===== src/l2_cache_pkg.sv =====
//--------------------
// shared geometry and types for the L2 cache
// referenced by scoped name from the interface, the ways, the
// controller, the selector and the top level
//--------------------

`default_nettype none

package l2_cache_pkg;

    // byte address and line geometry
    localparam int addr_bits   = 32;
    localparam int offset_bits = 5;   // 32-byte lines
    localparam int line_bits   = 256;

    typedef logic [addr_bits-1:0] addr_t;
    typedef logic [line_bits-1:0] line_t;   // one full cache line

    // controller FSM states
    typedef enum logic [1:0] {
        state_idle,        // waiting for a request
        state_compare,     // tag check, respond on hit
        state_writeback,   // dirty victim going out to pmem
        state_allocate     // line fill from pmem
    } ctrl_state_t;

endpackage : l2_cache_pkg

`default_nettype wire


===== src/l2_way_if.sv =====
//--------------------
// link between one way block, the controller and the way selector
// instantiated as an array at the top level, one per way
//--------------------

`timescale 1ns/10ps
`default_nettype none

interface l2_way_if #(
    parameter int s_index = 3
) ();

    localparam int s_tag = l2_cache_pkg::addr_bits - l2_cache_pkg::offset_bits - s_index;

    // controller side
    logic [s_index-1:0]  index;
    logic [s_tag-1:0]    tag;
    l2_cache_pkg::line_t wdata;
    logic                tag_load;
    logic                valid_load;
    logic                valid_in;
    logic                dirty_load;
    logic                dirty_in;
    logic                data_we;

    // way side, all combinational from index
    logic                hit;
    logic                valid;
    logic                dirty;
    logic [s_tag-1:0]    way_tag;
    l2_cache_pkg::line_t rdata;

    modport ctrl (
        output index, tag, wdata,
        output tag_load, valid_load, valid_in, dirty_load, dirty_in, data_we,
        input  valid
    );

    modport way (
        input  index, tag, wdata,
        input  tag_load, valid_load, valid_in, dirty_load, dirty_in, data_we,
        output hit, valid, dirty, way_tag, rdata
    );

    modport sel (
        input hit, dirty, way_tag, rdata
    );

endinterface : l2_way_if

`default_nettype wire


===== src/l2_cache_way.sv =====
//--------------------
// one way of the set-associative cache
// valid, dirty, tag and line storage for every set, plus tag compare
// reads are combinational, writes land on the strobe edge
//--------------------

`timescale 1ns/10ps
`default_nettype none

module l2_cache_way #(
    parameter int s_index = 3
) (
    input  logic   clk,
    input  logic   rst_n,
    l2_way_if.way  port
);

    localparam int s_tag    = l2_cache_pkg::addr_bits - l2_cache_pkg::offset_bits - s_index;
    localparam int num_sets = 2**s_index;

    logic [num_sets-1:0] valid_arr;
    logic [num_sets-1:0] dirty_arr;
    logic [s_tag-1:0]    tag_arr [num_sets];
    l2_cache_pkg::line_t data_arr [num_sets];

    logic             cur_valid;
    logic [s_tag-1:0] cur_tag;

    assign cur_valid = valid_arr[port.index];
    assign cur_tag   = tag_arr[port.index];

    // read side of the indexed set
    assign port.valid   = cur_valid;
    assign port.dirty   = dirty_arr[port.index];
    assign port.way_tag = cur_tag;
    assign port.rdata   = data_arr[port.index];
    assign port.hit     = cur_valid && (cur_tag == port.tag);

    // status bits, cleared by reset
    always_ff @(posedge clk) begin
        if (!rst_n) begin
            valid_arr <= '0;
            dirty_arr <= '0;
        end else begin
            if (port.valid_load) begin
                valid_arr[port.index] <= port.valid_in;
            end
            if (port.dirty_load) begin
                dirty_arr[port.index] <= port.dirty_in;
            end
        end
    end

    // tag and line payload
    always_ff @(posedge clk) begin
        if (port.tag_load) begin
            tag_arr[port.index] <= port.tag;
        end
        if (port.data_we) begin
            data_arr[port.index] <= port.wdata;   // always a whole line
        end
    end

endmodule : l2_cache_way

`default_nettype wire


===== src/flat_wrapper.sv =====
// flat-port wrapper written by rule: the top's interface ports become plain ports
module l2_cache_way_flat 
#(
    parameter int s_index = 3
)
  (clk, rst_n, port_index, port_tag, port_wdata, port_tag_load, port_valid_load, port_valid_in, port_dirty_load, port_dirty_in, port_data_we, port_hit, port_valid, port_dirty, port_way_tag, port_rdata);
  l2_way_if #(.s_index(s_index)) port_i ();
  input  logic clk;
  input  logic rst_n;
  input wire logic [$bits(port_i.index)-1:0] port_index;
  input wire logic [$bits(port_i.tag)-1:0] port_tag;
  input wire logic [$bits(port_i.wdata)-1:0] port_wdata;
  input wire logic [$bits(port_i.tag_load)-1:0] port_tag_load;
  input wire logic [$bits(port_i.valid_load)-1:0] port_valid_load;
  input wire logic [$bits(port_i.valid_in)-1:0] port_valid_in;
  input wire logic [$bits(port_i.dirty_load)-1:0] port_dirty_load;
  input wire logic [$bits(port_i.dirty_in)-1:0] port_dirty_in;
  input wire logic [$bits(port_i.data_we)-1:0] port_data_we;
  output wire logic [$bits(port_i.hit)-1:0] port_hit;
  output wire logic [$bits(port_i.valid)-1:0] port_valid;
  output wire logic [$bits(port_i.dirty)-1:0] port_dirty;
  output wire logic [$bits(port_i.way_tag)-1:0] port_way_tag;
  output wire logic [$bits(port_i.rdata)-1:0] port_rdata;
  assign port_i.index = port_index;
  assign port_i.tag = port_tag;
  assign port_i.wdata = port_wdata;
  assign port_i.tag_load = port_tag_load;
  assign port_i.valid_load = port_valid_load;
  assign port_i.valid_in = port_valid_in;
  assign port_i.dirty_load = port_dirty_load;
  assign port_i.dirty_in = port_dirty_in;
  assign port_i.data_we = port_data_we;
  assign port_hit = port_i.hit;
  assign port_valid = port_i.valid;
  assign port_dirty = port_i.dirty;
  assign port_way_tag = port_i.way_tag;
  assign port_rdata = port_i.rdata;
  l2_cache_way #(.s_index(s_index)) u_core (.clk(clk), .rst_n(rst_n), .port(port_i));
endmodule

===== config.mk =====
export PLATFORM = sky130hd
export DESIGN_NAME = l2_cache_way_flat
export DESIGN_NICKNAME = d
export VERILOG_FILES = /design/src/l2_cache_pkg.sv /design/src/l2_way_if.sv /design/src/l2_cache_way.sv /design/src/flat_wrapper.sv
export SDC_FILE = /design/constraint.sdc
export NUM_CORES = 2
export LEC_CHECK = 0
export BUFFER_PORTS_ARGS = -buffer_cell sky130_fd_sc_hd__buf_2
export CAP_MARGIN = 20
export CELL_PAD_IN_SITES_DETAIL_PLACEMENT = 1
export CELL_PAD_IN_SITES_GLOBAL_PLACEMENT = 1
export CORE_MARGIN = 4
export CORE_UTILIZATION = 46
export DETAILED_ROUTE_END_ITERATION = 12
export PLACE_DENSITY = 0.8
export SLEW_MARGIN = 40
export SYNTH_ARGS = -nofsm -noshare
export SYNTH_HDL_FRONTEND = slang
export SYNTH_SLANG_ARGS = --single-unit

===== constraint.sdc =====
create_clock -name clk -period 20.9 [get_ports clk]
set_input_delay 1.045 -clock clk [delete_from_list [all_inputs] [get_ports clk]]
set_output_delay 1.045 -clock clk [all_outputs]
set_load 0.03 [all_outputs]

# Word level (Yosys, flattened, before mapping)
# Memories as Yosys holds them, arrays and structs flattened.
# Cells that the tools add are included.
[classes] magnitude_cmp=2 eq_ne=1 mux=12 n_reduce_logical=2
[ops] cell="equality test 24 bit" n=1
[ops] cell="bitwise mux 8 bit" n=2
[ops] cell="2-to-1 mux 1 bit" n=7
[ops] cell="binary-select mux 1 bit (select 3 bit)" n=2
[ops] cell="< comparator 3 x 4 -> 1 bit (second input constant)" n=1
[ops] cell="demux 1 bit (select 3 bit)" n=1
[ops] cell=">= comparator 3 x 1 -> 1 bit (second input constant)" n=1
[ops] cell="logical AND 1 bit" n=2
[word_totals] register_bits=16 ramBits=2240 in_bits=291 output_inout_bits=283 word_cells=21 n_memories=2
[mem_list] memory="u_core.data_arr" depth=8 word_bits=256 rd=1 rd_ports_with_merged_regs=0 wr=1 line="l2_cache_way.sv:24" rtl="l2_cache_pkg::line_t data_arr [num_sets];"
[mem_list] memory="u_core.tag_arr" depth=8 word_bits=24 rd=1 rd_ports_with_merged_regs=0 wr=1 line="l2_cache_way.sv:23" rtl="logic [s_tag-1:0] tag_arr [num_sets];"

# Depth between registers and ports, before layout
[depth] word_depth=5 depth_mapped=11 ltp_nobuf=7

# Worst setup path before layout
# OpenSTA, ideal clock, no wires.
[synth_timing] path_kind="input to register" start="in port_index[2]" end="mem u_core.data_arr[2][0] (netlist bit), enable pin" arrival_time_ns=8.122 path_slack_ns=12.127 cell_stages=8 n_path_buf=6 path_cell_list="buf_6 buf_6 buf_4 buf_2 nor2_2 buf_2 buf_2 and2_1"
[synth_rtl] element="start, declared" line="flat_wrapper.sv:10" rtl="input wire logic [$bits(port_i.index)-1:0] port_index;"
[synth_rtl] element="end, declared" line="l2_cache_way.sv:24"
# No word-level cell before the write port.

# Worst setup path after layout
[layout_timing] start="in port_index[0]" end="out port_rdata[122]"
[layout_between] elab_chain_len=1
[layout_lines] element="memory read (8 x 256 bit)"
[layout_lines] element="end, declared" line="flat_wrapper.sv:23" rtl="output wire logic [$bits(port_i.rdata)-1:0] port_rdata;"
# Every way passes these cells.

==> out/results.ini <==
[setup_path]
worst_path_dominant_cell_family=buffers and inverters
timing.critical_path.mode_cell=sky130_fd_sc_hd__buf_4
cp_slowest_cell=sky130_fd_sc_hd__buf_4
worstSetupEndpointType=output port
crit_buf_inv=6
crit_fanout=73
cpPeakStageDelay_ps=720
endpoint_required_time_on_the_critical_path_ps=19850
startpoint_type=input pin
timing.critical_path.cells=buf_8, buf_4, and3_4, buf_4, buf_6, buf_4, a22oi_1, nand4_1, buf_2
timing.critical_path.arrival_ps=5550
path_class=in2out

[finish]
post_route_cells_drive_above_1_share_pct=21.8
final_design_area_no_fill_um2=94900
layout.nets=5131
postLayoutCoreUtil_pct=53.7
area_growth_pct=15.6
fillers=15900

[synthesis]
synth.top_cells.by_count=sky130_fd_sc_hd__edfxtp_1 (2240), sky130_fd_sc_hd__a22oi_1 (682), sky130_fd_sc_hd__mux2i_1 (186)
synth_top_area_share_pct=82.0
most_common_cell_in_the_synthesized_netlist=sky130_fd_sc_hd__edfxtp_1
ys_ff_latch=2256
synth_edf_count=2240
post_synthesis_instance_area_um2=82100
synth_cell_type_count=54
postSynth.topFlopCell=sky130_fd_sc_hd__edfxtp_1
syn_nets=4523
synth_area_per_cell_um2=19.4
ys_async_sr_fraction_pct=0
synth_top_cells_by_area=sky130_fd_sc_hd__edfxtp_1 (82%), sky130_fd_sc_hd__a22oi_1 (6.2%), sky130_fd_sc_hd__mux2i_1 (2.3%)
yosysSeqAreaShare_pct=82.3
ys.warnings.count=0
synthesized_instance_count=4232
yosys.area.top_type=sky130_fd_sc_hd__edfxtp_1

[timing]
setup_slack_ps=14310
totalNegativeSetupSlack_ps=0
minimum_period_implied_by_the_final_worst_setup_slack_ps=6590
grt_setup_unrepaired=false
report.final.slew_viol_count=0
highest_attainable_clock_frequency_mhz=152
hold_viol=0
slew_headroom_pct=39.4
period_share_pct=31.6
timing_worst_slew_pin_value_ps=908
skew_ps=0
setup_violations=0

[cts]
cts_buffers=218
cts_setup_buffers=0
post_cts_resized=0
cts.htree.levels=4
clk_latency_ps=860
clock_tree_from_tritoncts=yes
cts.hold.buffers_added=0
cts_sinks=2256
max-clock-path-buffers=3
cts-root-buf=sky130_fd_sc_hd__clkbuf_16
clk_transition_reported_paths_ps=70

[grt]
gr-usage-all-layers_pct=25.2
grt_pass1_vias=49100
overflow=0
grt_antenna_before_repair=95
grt_first_pass_wirelength_mm=344
grt_start_max_net_pins=128

[place]
dp_hpwl_mm=131
place_congestion=0.771
detailedPlace.worstSlack_ps=14440
dpl-instance-area_um2=87600
io_buffers=573

[floorplan]
fp-row-count=154
die_w_um=430
core_region_area_um2=177000
io_pins=574
die_height_um=430
starting_density_pct=46.5
die_area_um2=185000

[power_and_ir_drop]
p_int_w=0.00743
pwr-share-seq_pct=53.3
swShare_pct=23.5
powerDensity_nw_per_um2=102
share_of_total_power_in_the_clock_network_pct=39.8
power.share.combinational_pct=6.9
report.power.total_w=0.00971
power.leakage_nw=30.9
switching_power_w=0.00228
power.ir.vdd_worst_uv=99.5

[route]
vias_per_cell=6.23
route.detailed.wl_per_inst_um=32.1
detailedRoute.firstIterationViolations=5113
drtPass1Iterations=6
drt_drc_violations_left=0
via_count=46300
postRouteAntennaNets=0
drt-total-wl_mm=238

[worst_hold_path]
worstHoldPathType=in2reg

[status]
outcome=finished, final reports clean

[job]
maxCapViolCount=0

==> per-layer routing <==
metal	up-vias	wire, µm	track usage (%)
li1	19000	-	-
met1	24300	88000	31.3
met2	2379	121000	42.4
met3	506	18400	5.30
met4	32	11000	11.9
met5	-	221	0
==> worst reg2reg max path, cell delays in order, from the launching register on <==
cell and delay (ps):
sky130_fd_sc_hd__dfxtp_1 400, sky130_fd_sc_hd__nand2_1 110, sky130_fd_sc_hd__a21boi_0 230
==> kinds of logic after synthesis <==
kind of cell	Yosys count	share of synthesized area, %
AO/OA/AOI/OAI	1027	9.43
XOR/XNOR	22	0.235
buffers and inverters	271	1.62
flip-flops	2256	82.3
multiplexers	266	3.89
AND/OR/NAND/NOR	390	2.48
==> power groups by stage <==
stage                     sequential (W)  combinational [W]  clock [W]
after global routing             0.00518           0.000706    0.00412
final                            0.00518           0.000670    0.00386
after global placement           0.00525           0.000637          0
after floorplan                  0.00527           0.000368          0
after detailed placement         0.00527           0.000663          0
after CTS                        0.00518           0.000671    0.00391
==> metrics by stage <==
step	std cells	hold slack, ps
finish	7434	416
global route	7415	387
CTS	7358	349
detailed placement	6954	461
global placement	6944	442
floorplan	4232	434
==> worst paths after layout <==
kind | startpoint | end | slack, ps | cells after the start
setup / recovery | port_index[0] | port_rdata[122] | 14310 | 9
hold / removal | port_wdata[235] | u_core.data_arr[4][235]$_DFFE_PP_ | 420 | 1
setup reg to reg | u_core.dirty_arr[7]$_SDFFE_PN0P_ | u_core.dirty_arr[7]$_SDFFE_PN0P_ | 20080 | 2
hold reg to reg | u_core.valid_arr[0]$_SDFFE_PN0P_ | u_core.valid_arr[0]$_SDFFE_PN0P_ | 470 | 2
==> area by class of cell <==
type / instances / area (µm²) / area share (%)
Antenna cell: 70 / 175 / 0.185
Clock buffer: 268 / 5640 / 5.95
Clock inverter: 136 / 1320 / 1.39
Inverter: 2 / 7.51 / 0.00791
Multi-Input combinational cell: 1705 / 13300 / 14.0
Sequential cell: 2256 / 67600 / 71.2
Tap cell: 2340 / 2930 / 3.09
Timing Repair Buffer: 657 / 3990 / 4.20
==> state kept, by name (all words and copies together), names as in the netlist <==
name              count
u_core.tag_arr      192
u_core.data_arr    2048
u_core.dirty_arr      8
u_core.valid_arr      8
==> layout by cell type (no fill, tap or decap), types with 33 or more instances in the layout <==
master                         n
sky130_fd_sc_hd__edfxtp_1   2240
sky130_fd_sc_hd__a22oi_1     682
sky130_fd_sc_hd__buf_2       570
sky130_fd_sc_hd__clkbuf_16   218
sky130_fd_sc_hd__mux2i_1     186
sky130_fd_sc_hd__nand4_1     151
sky130_fd_sc_hd__a21oi_1      85
sky130_fd_sc_hd__nand2_1      81
sky130_fd_sc_hd__a221oi_1     74
sky130_fd_sc_hd__diode_2      70
sky130_fd_sc_hd__nor2_1       67
sky130_fd_sc_hd__a221o_1      51
sky130_fd_sc_hd__clkinv_2     50
sky130_fd_sc_hd__clkbuf_1     50
sky130_fd_sc_hd__mux2_2       42
sky130_fd_sc_hd__nand3_1      41
sky130_fd_sc_hd__clkinv_1     39
sky130_fd_sc_hd__mux4_2       38
sky130_fd_sc_hd__o22ai_1      34
sky130_fd_sc_hd__buf_4        33
Note: power is estimated with default switching activity, not from simulation.
